**src/verilog/alloc_pkg.sv**
```systemverilog
/*
 * Pointer allocator shared definitions
 * Register bus, allocate/free and monitor structs, FSM states and register map
 */
`default_nettype none

package alloc_pkg;

    // Number of debug event counters
    localparam int NUM_CNT = 6;

    // ------------------------------------------------------------------------
    // Register bus
    // ------------------------------------------------------------------------
    typedef struct packed {
        logic        valid;
        logic        wr;
        logic [5:0]  addr;
        logic [31:0] wdata;
    } reg_req_t;

    typedef struct packed {
        logic        valid;
        logic [31:0] rdata;
    } reg_rsp_t;

    // ------------------------------------------------------------------------
    // Allocate, free and monitor
    // ------------------------------------------------------------------------
    typedef struct packed {
        logic       valid;
        logic       fail;
        logic [7:0] ptr;
    } alloc_rsp_t;

    typedef struct packed {
        logic       valid;
        logic [7:0] ptr;
    } dealloc_req_t;

    // One cycle of allocator events
    typedef struct packed {
        logic       alloc;
        logic       alloc_fail;
        logic       alloc_err;
        logic       dealloc;
        logic       dealloc_fail;
        logic       dealloc_err;
        logic [7:0] ptr;
    } alloc_mon_t;

    typedef enum logic [7:0] {
        FL_RESET = 8'd0,
        FL_INIT  = 8'd1,
        FL_READY = 8'd2
    } fl_state_e;

    // Word addresses
    typedef enum logic [5:0] {
        CONTROL          = 6'd0,
        DBG_CONTROL      = 6'd1,
        STATUS           = 6'd2,
        STATUS_FLAGS     = 6'd3,
        ALLOC_ERR_PTR    = 6'd4,
        DEALLOC_ERR_PTR  = 6'd5,
        CNT_ACTIVE       = 6'd6,
        INFO_SIZE        = 6'd7,
        DBG_STATUS       = 6'd8,
        CNT_ALLOC        = 6'd9,
        CNT_ALLOC_FAIL   = 6'd10,
        CNT_ALLOC_ERR    = 6'd11,
        CNT_DEALLOC      = 6'd12,
        CNT_DEALLOC_FAIL = 6'd13,
        CNT_DEALLOC_ERR  = 6'd14
    } reg_addr_e;

    // ------------------------------------------------------------------------
    // Register block fields, bit 0 is the last member
    // ------------------------------------------------------------------------
    typedef struct packed {
        logic enabled;
        logic init_done;
        logic reset;
    } status_t;

    typedef struct packed {
        logic dealloc_err;
        logic alloc_err;
    } flags_t;

    typedef struct packed {
        logic [7:0] state_1;
        logic [7:0] state_0;
    } dbg_status_t;

    typedef struct packed {
        status_t                    status;
        flags_t                     flags;
        logic [7:0]                 alloc_err_ptr;
        logic [7:0]                 dealloc_err_ptr;
        logic [31:0]                cnt_active;
        logic [31:0]                info_size;
        dbg_status_t                dbg_status;
        // Counters in register order, entry 0 is CNT_ALLOC
        logic [NUM_CNT-1:0][31:0]   cnt;
    } reg_blk_in_t;

    typedef struct packed {
        logic reset;
        logic enable;
        logic allocate_en;
        logic clear_counts;
        logic status_flags_rd_evt;
    } ctrl_reg_t;

endpackage : alloc_pkg

`default_nettype wire
```
**src/verilog/alloc_top.sv**
```systemverilog
/*
 * Pointer allocator top level
 * Free list, control core and register block on one clock
 */
`timescale 1ns/1ps
`default_nettype none

module alloc_top #(
    parameter int PTR_W = 4
) (
    input  logic                    clk,
    input  logic                    dbg_cnt_reset,
    input  logic                    en,
    input  alloc_pkg::reg_req_t     reg_req,
    output alloc_pkg::reg_rsp_t     reg_rsp,
    input  logic                    alloc_req,
    output alloc_pkg::alloc_rsp_t   alloc_rsp,
    input  alloc_pkg::dealloc_req_t dealloc_req
);
    import alloc_pkg::*;

    logic        ctrl_reset;
    logic        ctrl_en;
    logic        ctrl_alloc_en;
    logic        init_done;
    logic [7:0]  free_cnt;
    fl_state_e   fl_state;
    alloc_mon_t  mon;
    ctrl_reg_t   ctrl;
    reg_blk_in_t blk_in;

    alloc_free_list #(
        .PTR_W ( PTR_W )
    ) i_alloc_free_list (
        .clk,
        .dbg_cnt_reset,
        .ctrl_reset,
        .ctrl_en,
        .ctrl_alloc_en,
        .alloc_req,
        .dealloc_req,
        .alloc_rsp,
        .mon,
        .init_done,
        .fl_state,
        .free_cnt
    );

    alloc_ctrl_core #(
        .PTR_W ( PTR_W )
    ) i_alloc_ctrl_core (
        .clk,
        .dbg_cnt_reset,
        .en,
        .init_done,
        .fl_state,
        .free_cnt,
        .mon,
        .ctrl,
        .ctrl_reset,
        .ctrl_en,
        .ctrl_alloc_en,
        .blk_in
    );

    alloc_reg_blk i_alloc_reg_blk (
        .clk,
        .dbg_cnt_reset,
        .reg_req,
        .reg_rsp,
        .blk_in,
        .ctrl
    );

endmodule : alloc_top

`default_nettype wire

```
**src/verilog/alloc_ctrl_core.sv**
```systemverilog
/*
 * Allocator control and monitoring core
 * Reset buffers, enable control, monitor pipeline stage, sticky error flags,
 * error pointers, active count and the six debug event counters
 */
`timescale 1ns/1ps
`default_nettype none

module alloc_ctrl_core #(
    parameter int PTR_W = 4
) (
    input  logic                   clk,
    input  logic                   dbg_cnt_reset,
    input  logic                   en,
    input  logic                   init_done,
    input  alloc_pkg::fl_state_e   fl_state,
    input  logic [7:0]             free_cnt,
    input  alloc_pkg::alloc_mon_t  mon,
    input  alloc_pkg::ctrl_reg_t   ctrl,
    output logic                   ctrl_reset,
    output logic                   ctrl_en,
    output logic                   ctrl_alloc_en,
    output alloc_pkg::reg_blk_in_t blk_in
);
    import alloc_pkg::*;

    localparam int DEPTH = 2**PTR_W;

    logic [1:0]               rst_buf;
    logic [1:0]               clr_buf;
    logic                     cnt_clear;
    alloc_mon_t               mon_q;
    flags_t                   flags;
    logic [7:0]               alloc_err_ptr;
    logic [7:0]               dealloc_err_ptr;
    logic [31:0]              cnt_active;
    logic [NUM_CNT-1:0][31:0] cnt;
    logic [NUM_CNT-1:0]       cnt_evt;

    // ------------------------------------------------------------------------
    // Reset buffers and control
    // ------------------------------------------------------------------------
    // Top-level reset presets both buffers
    always_ff @(posedge clk) begin
        if (dbg_cnt_reset) begin
            rst_buf <= '1;
            clr_buf <= '1;
        end else begin
            rst_buf <= {rst_buf[0], ctrl.reset};
            clr_buf <= {clr_buf[0], ctrl.reset || ctrl.clear_counts};
        end
    end

    assign ctrl_reset = rst_buf[1];
    assign cnt_clear  = clr_buf[1];

    // Enable follows the inputs one cycle later
    always_ff @(posedge clk) begin
        if (dbg_cnt_reset)
            ctrl_en <= 1'b0;
        else
            ctrl_en <= en && ctrl.enable;
    end

    assign ctrl_alloc_en = ctrl.allocate_en;

    // Monitor pipeline stage
    always_ff @(posedge clk) begin
        if (dbg_cnt_reset)
            mon_q <= '0;
        else
            mon_q <= mon;
    end

    // ------------------------------------------------------------------------
    // Status flags, error pointers and active count
    // ------------------------------------------------------------------------
    // A read drops the old flags but keeps an error of the same cycle
    always_ff @(posedge clk) begin
        if (ctrl_reset) begin
            flags <= '0;
        end else begin
            flags.alloc_err <= mon_q.alloc_err
                             | (flags.alloc_err & ~ctrl.status_flags_rd_evt);
            flags.dealloc_err <= mon_q.dealloc_err
                               | (flags.dealloc_err & ~ctrl.status_flags_rd_evt);
        end
    end

    always_ff @(posedge clk) begin
        if (mon_q.alloc_err)
            alloc_err_ptr <= mon_q.ptr;
        if (mon_q.dealloc_err)
            dealloc_err_ptr <= mon_q.ptr;
    end

    always_ff @(posedge clk) begin
        if (ctrl_reset)
            cnt_active <= '0;
        else
            cnt_active <= cnt_active + 32'(mon_q.alloc) - 32'(mon_q.dealloc);
    end

    // ------------------------------------------------------------------------
    // Debug counters, 32 bits and wrapping
    // ------------------------------------------------------------------------
    assign cnt_evt = {mon_q.dealloc_err, mon_q.dealloc_fail, mon_q.dealloc,
                      mon_q.alloc_err, mon_q.alloc_fail, mon_q.alloc};

    always_ff @(posedge clk) begin
        for (int i = 0; i < NUM_CNT; i++) begin
            if (cnt_clear)
                cnt[i] <= '0;
            else if (cnt_evt[i])
                cnt[i] <= cnt[i] + 1'b1;
        end
    end

    // To the register block
    assign blk_in.status.reset       = ctrl_reset;
    assign blk_in.status.init_done   = init_done;
    assign blk_in.status.enabled     = ctrl_en;
    assign blk_in.flags              = flags;
    assign blk_in.alloc_err_ptr      = alloc_err_ptr;
    assign blk_in.dealloc_err_ptr    = dealloc_err_ptr;
    assign blk_in.cnt_active         = cnt_active;
    assign blk_in.info_size          = 32'(DEPTH);
    assign blk_in.dbg_status.state_0 = fl_state;
    assign blk_in.dbg_status.state_1 = free_cnt;
    assign blk_in.cnt                = cnt;

endmodule : alloc_ctrl_core

`default_nettype wire

```
**src/verilog/alloc_reg_blk.sv**
```systemverilog
/*
 * Allocator register block
 * Decodes the same-clock register bus, holds CONTROL and DBG_CONTROL and
 * returns a registered read response one cycle after each request
 */
`timescale 1ns/1ps
`default_nettype none

module alloc_reg_blk (
    input  logic                   clk,
    input  logic                   dbg_cnt_reset,
    input  alloc_pkg::reg_req_t    reg_req,
    output alloc_pkg::reg_rsp_t    reg_rsp,
    input  alloc_pkg::reg_blk_in_t blk_in,
    output alloc_pkg::ctrl_reg_t   ctrl
);
    import alloc_pkg::*;

    reg_addr_e   addr;
    logic        wr_en;
    logic        rd_en;
    logic [2:0]  control_q;
    logic        clear_q;
    logic [2:0]  cnt_off;
    logic [31:0] rd_data;

    assign addr  = reg_addr_e'(reg_req.addr);
    assign wr_en = reg_req.valid && reg_req.wr;
    assign rd_en = reg_req.valid && !reg_req.wr;

    // Offset of a counter register from CNT_ALLOC
    assign cnt_off = 3'(reg_req.addr - 6'(CNT_ALLOC));

    // ------------------------------------------------------------------------
    // Writable registers
    // ------------------------------------------------------------------------
    always_ff @(posedge clk) begin
        if (dbg_cnt_reset) begin
            control_q <= '0;
            clear_q   <= 1'b0;
        end else begin
            if (wr_en && addr == CONTROL)
                control_q <= reg_req.wdata[2:0];
            // clear_counts pulses for a single cycle
            clear_q <= wr_en && (addr == DBG_CONTROL) && reg_req.wdata[0];
        end
    end

    assign ctrl.reset        = control_q[0];
    assign ctrl.enable       = control_q[1];
    assign ctrl.allocate_en  = control_q[2];
    assign ctrl.clear_counts = clear_q;

    // Flags clear on the same edge that captures them for the response
    assign ctrl.status_flags_rd_evt = rd_en && (addr == STATUS_FLAGS);

    // ------------------------------------------------------------------------
    // Read mux
    // ------------------------------------------------------------------------
    always_comb begin
        case (addr)
            CONTROL:         rd_data = {29'd0, control_q};
            DBG_CONTROL:     rd_data = {31'd0, clear_q};
            STATUS:          rd_data = {29'd0, blk_in.status};
            STATUS_FLAGS:    rd_data = {30'd0, blk_in.flags};
            ALLOC_ERR_PTR:   rd_data = {24'd0, blk_in.alloc_err_ptr};
            DEALLOC_ERR_PTR: rd_data = {24'd0, blk_in.dealloc_err_ptr};
            CNT_ACTIVE:      rd_data = blk_in.cnt_active;
            INFO_SIZE:       rd_data = blk_in.info_size;
            DBG_STATUS:      rd_data = {16'd0, blk_in.dbg_status};
            CNT_ALLOC,
            CNT_ALLOC_FAIL,
            CNT_ALLOC_ERR,
            CNT_DEALLOC,
            CNT_DEALLOC_FAIL,
            CNT_DEALLOC_ERR: rd_data = blk_in.cnt[cnt_off];
            // Unmapped words
            default:         rd_data = '0;
        endcase
    end

    // Response one cycle after every request, data only for reads
    always_ff @(posedge clk) begin
        if (dbg_cnt_reset)
            reg_rsp.valid <= 1'b0;
        else
            reg_rsp.valid <= reg_req.valid;
        reg_rsp.rdata <= rd_en ? rd_data : '0;
    end

endmodule : alloc_reg_blk

`default_nettype wire

```
**src/verilog/alloc_free_list.sv**
```systemverilog
/*
 * Pointer free list
 * Circular FIFO of free pointers plus an allocated bitmap, filled at init,
 * serving allocate and free strobes and reporting each event to the monitor
 */
`timescale 1ns/1ps
`default_nettype none

module alloc_free_list #(
    parameter int PTR_W = 4
) (
    input  logic                    clk,
    input  logic                    dbg_cnt_reset,
    input  logic                    ctrl_reset,
    input  logic                    ctrl_en,
    input  logic                    ctrl_alloc_en,
    input  logic                    alloc_req,
    input  alloc_pkg::dealloc_req_t dealloc_req,
    output alloc_pkg::alloc_rsp_t   alloc_rsp,
    output alloc_pkg::alloc_mon_t   mon,
    output logic                    init_done,
    output alloc_pkg::fl_state_e    fl_state,
    output logic [7:0]              free_cnt
);
    import alloc_pkg::*;

    localparam int DEPTH = 2**PTR_W;

    logic [PTR_W-1:0] fifo_mem [DEPTH];
    logic [PTR_W-1:0] rd_ptr;
    logic [PTR_W-1:0] wr_ptr;
    logic [PTR_W:0]   count;
    logic [DEPTH-1:0] allocated;
    fl_state_e        state;

    logic             ready;
    logic [PTR_W-1:0] head;
    logic [PTR_W-1:0] free_ptr;
    logic             free_known;
    logic             alloc_dis;
    logic             alloc_empty;
    logic             alloc_ok;
    logic             free_dis;
    logic             free_bad;
    logic             free_ok;
    alloc_rsp_t       rsp_nxt;
    alloc_mon_t       mon_nxt;

    assign ready    = (state == FL_READY);
    assign head     = fifo_mem[rd_ptr];
    assign free_ptr = dealloc_req.ptr[PTR_W-1:0];

    // Pointer is inside the pool and currently handed out
    assign free_known = ({1'b0, dealloc_req.ptr} < 9'(DEPTH)) && allocated[free_ptr];

    // Request classification
    assign alloc_dis   = alloc_req && !(ctrl_en && ctrl_alloc_en && ready);
    assign alloc_empty = alloc_req && !alloc_dis && (count == '0);
    assign alloc_ok    = alloc_req && !alloc_dis && (count != '0);

    assign free_dis = dealloc_req.valid && !(ctrl_en && ready);
    assign free_bad = dealloc_req.valid && !free_dis && !free_known;
    assign free_ok  = dealloc_req.valid && !free_dis && free_known;

    // ------------------------------------------------------------------------
    // FSM, FIFO pointers and allocated bitmap
    // ------------------------------------------------------------------------
    always_ff @(posedge clk) begin
        if (dbg_cnt_reset || ctrl_reset) begin
            state     <= FL_RESET;
            rd_ptr    <= '0;
            wr_ptr    <= '0;
            count     <= '0;
            allocated <= '0;
        end else begin
            case (state)
                FL_RESET: state <= FL_INIT;
                FL_INIT: begin
                    // One pointer per cycle, done after the last index
                    wr_ptr <= wr_ptr + 1'b1;
                    count  <= count + 1'b1;
                    if (&wr_ptr)
                        state <= FL_READY;
                end
                FL_READY: begin
                    if (alloc_ok) begin
                        rd_ptr          <= rd_ptr + 1'b1;
                        allocated[head] <= 1'b1;
                    end
                    if (free_ok) begin
                        wr_ptr              <= wr_ptr + 1'b1;
                        allocated[free_ptr] <= 1'b0;
                    end
                    count <= count + (PTR_W+1)'(free_ok) - (PTR_W+1)'(alloc_ok);
                end
                default: state <= FL_RESET;
            endcase
        end
    end

    // Pointer storage
    always_ff @(posedge clk) begin
        if (state == FL_INIT)
            fifo_mem[wr_ptr] <= wr_ptr;
        else if (free_ok)
            fifo_mem[wr_ptr] <= free_ptr;
    end

    // ------------------------------------------------------------------------
    // Allocate response and monitor event
    // ------------------------------------------------------------------------
    always_comb begin
        rsp_nxt.valid = alloc_req;
        rsp_nxt.fail  = alloc_dis || alloc_empty;
        rsp_nxt.ptr   = 8'(head);

        mon_nxt.alloc        = alloc_ok;
        mon_nxt.alloc_fail   = alloc_empty;
        mon_nxt.alloc_err    = alloc_dis;
        mon_nxt.dealloc      = free_ok;
        mon_nxt.dealloc_fail = free_dis;
        mon_nxt.dealloc_err  = free_bad;
        // Offending free pointer wins over the head entry
        mon_nxt.ptr = free_bad ? dealloc_req.ptr : 8'(head);
    end

    always_ff @(posedge clk) begin
        if (dbg_cnt_reset) begin
            alloc_rsp <= '0;
            mon       <= '0;
        end else begin
            alloc_rsp <= rsp_nxt;
            mon       <= mon_nxt;
        end
    end

    assign init_done = ready;
    assign fl_state  = state;
    assign free_cnt  = 8'(count);

endmodule : alloc_free_list

`default_nettype wire

```
**config.mk**
```make
export PLATFORM = sky130hd
export DESIGN_NAME = alloc_top
export DESIGN_NICKNAME = d
export VERILOG_FILES = /design/src/verilog/alloc_pkg.sv /design/src/verilog/alloc_top.sv /design/src/verilog/alloc_ctrl_core.sv /design/src/verilog/alloc_reg_blk.sv /design/src/verilog/alloc_free_list.sv
export SDC_FILE = /design/constraint.sdc
export NUM_CORES = 1
export LEC_CHECK = 0
export BUFFER_PORTS_ARGS = -buffer_cell sky130_fd_sc_hd__buf_2
export CAP_MARGIN = 20
export CORE_ASPECT_RATIO = 1.2
export CORE_MARGIN = 2
export CORE_UTILIZATION = 56
export CTS_CLUSTER_SIZE = 40
export DETAILED_ROUTE_END_ITERATION = 12
export HOLD_SLACK_MARGIN = 0.02
export PLACE_DENSITY = 0.77
export SETUP_SLACK_MARGIN = 0.2
export SLEW_MARGIN = 30
export SYNTH_ARGS = -nofsm -noshare
export SYNTH_HDL_FRONTEND = slang
export SYNTH_HIERARCHICAL = 1
export SYNTH_SLANG_ARGS = --single-unit
```
**constraint.sdc**
```tcl
create_clock -name clk -period 4.4 [get_ports clk]
set_clock_uncertainty 0.1 [all_clocks]
set_input_delay 1.32 -clock clk [delete_from_list [all_inputs] [get_ports clk]]
set_output_delay 1.32 -clock clk [all_outputs]
set_load 0.005 [all_outputs]
```
### Word level (Yosys, flattened, before mapping)

Memory sizes are Yosys's and may differ from the RTL's. A register that Yosys moved wholly into a read port is not among the register bits.
Cells that the tools add are included.

| cells by class | value |
|---|---|
| muxes and demuxes | 27 |
| $add $sub $neg | 14 |
| reduce and logical (&&, ||, !) cells | 41 |
| equal/unequal tests | 18 |
| bitwise gates (word level) | 11 |
| magnitude comparators | 6 |

Operators by type and width:

| cell | number |
|---|---|
| 32-bit one-hot mux with 10 select lines | 1 |
| 32-bit by 1-bit adder with 32-bit output (second input constant) | 6 |
| 32-bit binary-select mux with 3-bit select | 1 |
| 16-bit two-way mux | 4 |
| 6-bit by 4-bit == test with 1-bit output (second input constant) | 7 |
| 32-bit by 1-bit adder with 32-bit output | 1 |
| 32-bit two-way mux | 1 |
| 32-bit by 1-bit subtractor with 32-bit output | 1 |
| 6-bit by 3-bit == test with 1-bit output (second input constant) | 4 |
| 8-bit one-hot mux with 3 select lines | 1 |
| 1-bit logical AND | 21 |
| 4-bit two-way mux | 5 |
| 16-bit AND | 1 |
| 16-bit inverter | 1 |
| 16-bit OR | 1 |
| 6-bit by 2-bit == test with 1-bit output (second input constant) | 2 |
| 4-bit by 5-bit less-than comparator with 1-bit output (second input constant) | 2 |
| 5-bit one-hot mux with 2 select lines | 1 |
| 4-bit by 1-bit adder with 4-bit output (second input constant) | 2 |
| 1-bit demux with 4-bit select | 2 |
| 8-bit by 1-bit == test with 1-bit output (second input constant) | 1 |
| 8-bit by 2-bit == test with 1-bit output (second input constant) | 1 |
| 4-bit by 1-bit greater-or-equal comparator with 1-bit output (second input constant) | 2 |
| 8-bit logical NOT | 1 |
| 26 further kinds | 47 |

| word-level totals | value |
|---|---|
| output and inout bits | 43 |
| bits in writable memories | 64 |
| memories kept | 1 |
| input port bits | 53 |
| register bits after elaboration | 359 |
| word-level logic and storage cells | 160 |

Memory list:

| memory | words | bits a word | read ports | clocked after memory_dff | wr ports | line | source |
|---|---|---|---|---|---|---|---|
| i_alloc_free_list.fifo_mem | 16 | 4 | 1 | 1 | 1 | alloc_free_list.sv:29 | `logic [PTR_W-1:0] fifo_mem [DEPTH];` |

### Longest topological paths before layout

| logic depth | value |
|---|---|
| depth after elaboration | 12 |
| depth in mapped cells | 19 |
| depth with buffers taken out | 17 |

### Modules after synthesis

The synthesis kept the hierarchy.

By module, submodules not included:

| module | cells an instance | instances | area each (µm²) |
|---|---|---|---|
| alloc_ctrl_core | 1,412 | 1 | 12,248.0 |
| alloc_free_list | 443 | 1 | 5,370.2 |
| alloc_reg_blk | 361 | 1 | 3,320.7 |

### Worst setup path before layout

Ideal clock, no wire load.

| timing path | value |
|---|---|
| kind | input to register |
| start point | in dealloc_req[1] (netlist name) |
| end point | reg i_alloc_free_list.count[4] |
| arrival | 4.497 ns |
| cell stages on the path | 17 |
| path buffers | 2 |
| slack | -0.324 ns |
| required time | 4.172 ns |
| cells stage by stage | buf_2 -> mux4_2 -> mux4_2 -> and2_1 -> buf_6 -> inv_1 -> ha_1 -> inv_1 -> ha_1 -> inv_1 -> fa_1 -> nand2b_1 -> a21oi_1 -> o21ai_0 -> a311oi_1 -> xnor2_1 -> nor2_1 |

| on the way | value |
|---|---|
| longest elaborated chain between the ends | 7 |
| elaborated cells between the ends (all ways) | 8 |

RTL lines:

| element | line | source |
|---|---|---|
| start: declaration | alloc_top.sv:18 | `input alloc_pkg::dealloc_req_t dealloc_req` |
| 1-bit binary-select mux with 4-bit select | alloc_free_list.sv:54 | `assign free_known = ({1'b0, dealloc_req.ptr} < 9'(DEPTH)) && allocated[free_ptr];` |
| 1-bit two-way mux (implied by the code) | alloc_free_list.sv:54 |  |
| 1-bit logical AND * | alloc_free_list.sv:54 |  |
| 1-bit logical AND * | alloc_free_list.sv:63 | `assign free_ok = dealloc_req.valid && !free_dis && free_known;` |
| 5-bit by 1-bit adder with 5-bit output * | alloc_free_list.sv:94 | `count <= count + (PTR_W+1)'(free_ok) - (PTR_W+1)'(alloc_ok);` |
| 5-bit by 1-bit subtractor with 5-bit output * | alloc_free_list.sv:94 |  |
| 5-bit one-hot mux with 2 select lines * | alloc_free_list.sv:76 | `case (state)` |
| end signal: assignment | alloc_free_list.sv:81 | `count <= count + 1'b1;` |
| end signal: assignment | alloc_free_list.sv:94 |  |
| end: declaration | alloc_free_list.sv:32 | `logic [PTR_W:0] count;` |

Mark *: on every way between the ends. The rest lies on a longest branch, timed or not. The select of a mux whose other input is x is not followed.
A chain may end at the register's enable or synchronous reset.

### Worst setup path after layout

Same ends and word-level chain as after synthesis.

==> out/results.tsv <==
metric	value	unit
status	completed	
share of cells above drive strength 1	11.2	%
Critical Path RT	4.73	ns
CTS tree	yes	
Final Hold Viols	0	
DR pass1 iterations	6	
Avg Cell Area, Syn	9.45	sq um
CTS H-tree depth	2	
Resized cells post-CTS	0	
Seq/Total Area, Yosys	43.7	%
Final Cell Area	22800	sq um
grt ovf	0	
initial antenna violation count	0	
Mapped Cells	2216	
Worst-path clk slew	0.06	ns
reg-to-reg endpoint	i_alloc_free_list/count[4]	
number of I/O port buffers	62	
area growth from synthesis to layout	8.80	%
Final Util	61.7	%
FMAX	249	MHz
Reg-to-Reg Start	i_alloc_free_list/count[1]	
Post-Route WL	48.3	mm
max cap viols	0	
CTS root buf	clkbuf_16	
worst-margin pin slew	0.934	ns
antenna diode count	0	
Synth Register Bits	417	
dpl hpwl	34.8	mm
Ys Warns	6	
RSZ-0062 raised after global routing	false	
Avg WL per Cell	17.7	um
Nets	2338	
Via density	5.87	
area of the die	39000	sq um
global-route wire length before repair	78.5	mm
CP Max Fanout	7	
vias in the first global route	15900	
Leak	8.21	nW
DRC viols	0	
Final Non-Filler Cells	2728	
Setup Viol. Count Final	0	
Async SR Flop Fraction	0	%
Starting Density	56.7	%
Tcrit/Tclk final	91.3	%
Mapped Area	20900	sq um
CTS sink count	417	
Final Critical Period	4.02	ns
VDD IR max	0.000456	V
1st-iter DRT viols	1152	
height of the die	216	um
largest net degree at the start of global routing	89	
Placed Instances	2652	
placed inst area	21300	sq um
number of setup buffers added after CTS	0	
antenna-violating nets left	0	
Worst Hold Class	reg2reg	
Distinct cells, synth	82	
GRT Util Overall	24.7	%
Rows	77	
via count	16000	
pwr dens	349	nW/um^2
Critical Path Sink	i_alloc_free_list/count[4]	
Worst R2R Path Depth	16	
Critical Path Start Type	input port	
number of synthesized flops with an enable pin	80	
Worst Path Arrival	4.35	ns
Placeable Area	36900	sq um
Die Width	181	um
worst skew pair latency	0.58	ns
Final Max Slew Viols	0	
top_reg_cell synth	dfxtp_1	
Critical Path Source	dealloc_req[1]	
worst relative slew slack	37.2	%
crit path capture type	flip-flop	
critical path class	in2reg	
clk buf depth	3	
IO Pins	96	
GPL Wtd Cong	0.914	
CTS buffer count	43	
R2R Setup Slk	0.91	ns
hold path startpoint	i_alloc_ctrl_core/rst_buf[0]	
cts hold-fix bufs	0	
==> power by group <==
part,switching (W),internal (W),total [W]
clock,0.00152,0.00227,0.00379
combinational,0.000163,0.0000813,0.000244
sequential,0.0000145,0.00389,0.00391
total,0.00169,0.00625,0.00794
==> worst max-delay path, cell delays in order <==
cell and delay (ns):
clkbuf_4 0.17, mux4_2 0.51, mux4_2 0.49, and2_4 0.17, inv_4 0.06, ha_4 0.18, inv_2 0.06, ha_4 0.12
inv_2 0.04, fa_2 0.35, nand2b_4 0.14, a21oi_2 0.13, o21ai_1 0.10, a311oi_2 0.30, xnor2_1 0.14, nor2_1 0.06
==> layout make-up <==
type / instances / area [sq um]
fill: 3036 / 14100
clock buffer: 57 / 1200
multi-input combinational: 1599 / 10700
timing repair buffer: 89 / 563
clock inverter: 19 / 269
tap: 474 / 593
inverter: 73 / 277
sequential: 417 / 9150
==> state kept, by name, indices dropped and copies added, names as in the netlist, 3 cells and up, named ones only <==
name / cells
i_alloc_ctrl_core/cnt_evt: 6
i_alloc_reg_blk/control_q: 3
i_alloc_reg_blk/reg_rsp: 33
i_alloc_ctrl_core/cnt_active: 32
i_alloc_free_list/alloc_rsp: 6
i_alloc_free_list/allocated: 16
i_alloc_ctrl_core/dealloc_err_ptr: 8
i_alloc_free_list/fifo_mem: 64
i_alloc_free_list/count: 5
i_alloc_ctrl_core/blk_in: 194
i_alloc_free_list/mon: 14
i_alloc_free_list/wr_ptr: 4
i_alloc_ctrl_core/mon_q: 8
i_alloc_free_list/rd_ptr: 4
i_alloc_ctrl_core/alloc_err_ptr: 8
==> cells in the mapped netlist, drive strengths merged, types with 12 or more instances <==
cell type,n,area [sq um]
dfxtp,337,6750
nor2,328,1240
nand2,164,618
xor2,130,1160
a21oi,108,541
buf,106,772
edfxtp,80,2400
nand3,77,385
o21ai,75,375
inv,73,274
mux2i,66,661
clkbuf,63,236
ha,60,751
xnor2,59,524
nand4,46,322
and3,42,264
mux4,40,901
or3,39,244
nor3,33,196
nor2b,32,200
a222oi,27,270
o22ai,26,169
a211oi,22,165
o2bb2ai,16,140
and4,15,131
and2,14,87.6
mux2,12,135
==> routing by layer <==
layer	up-vias	routed length (um)	global-route usage (%)
met5	-	0	0
met4	0	3160	16.1
met3	177	1990	3.04
met2	414	24100	43.7
met1	7669	19000	28.0
li1	7749	-	-
==> cells by family (layout without fill, tap and decap cells) <==
logic type	count (synthesis)	in the layout	share of synthesized area (%)
adders and majority gates	62	62	3.78
DFF	417	417	43.7
muxes	118	118	8.10
buffers and inverters	242	238	6.12
xor gates and xnor gates	189	189	8.03
other	3	45	0.0538
and+or+nand+nor	833	833	19.2
AOI/OAI and AO/OA	352	352	11.0
==> per-stage QoR <==
| stage | setup TNS [ns] | hold WS (ns) | total power [W] | setup WS [ns] |
|---|---|---|---|---|
| 2_1_floorplan | -0.0817 | 0.289 | 0.00420 | -0.0817 |
| 3_3_place_gp | -0.200 | 0.293 | 0.00422 | -0.200 |
| 3_5_place_dp | -0.231 | 0.296 | 0.00423 | -0.231 |
| 4_1_cts | 0 | 0.310 | 0.00801 | 0.357 |
| 5_1_grt | 0 | 0.332 | 0.00816 | 0.238 |
| 6_report | 0 | 0.307 | 0.00794 | 0.382 |
==> how the worst min path moves through the flow <==
stage                                               to  slack, ns  depth (start not counted)
detailed placement        i_alloc_ctrl_core/rst_buf[1]       0.30                          1
global route        i_alloc_ctrl_core/alloc_err_ptr[0]       0.33                          0
finish                    i_alloc_ctrl_core/rst_buf[1]       0.31                          1
global placement          i_alloc_ctrl_core/rst_buf[1]       0.29                          1
CTS                       i_alloc_ctrl_core/rst_buf[1]       0.31                          1
floorplan                 i_alloc_ctrl_core/clr_buf[1]       0.29                          1
==> cells in the final DEF (no fill, tap or decap), types with 6 or more instances in the layout <==
cell	n
a221oi_1	9
buf_4	25
buf_2	60
nand4_1	42
conb_1	45
o2bb2ai_1	16
nor2b_1	32
mux2_2	12
o21ai_0	72
nor2_1	326
a222oi_1	27
xor2_1	129
nor3_1	28
and3_1	40
or2_2	7
o22ai_1	25
mux2i_1	66
nand2_1	163
mux4_2	40
nand2b_1	7
bufinv_16	6
a21o_1	10
and2_1	13
clkbuf_16	44
a21oi_1	107
and4_1	15
ha_1	58
edfxtp_1	80
dfxtp_1	336
inv_1	70
clkbuf_1	8
o21bai_1	10
nand3_1	77
or3_1	39
a211oi_1	22
a31oi_1	9
xnor2_1	58
No activity file was read; power rests on OpenSTA's default activity.
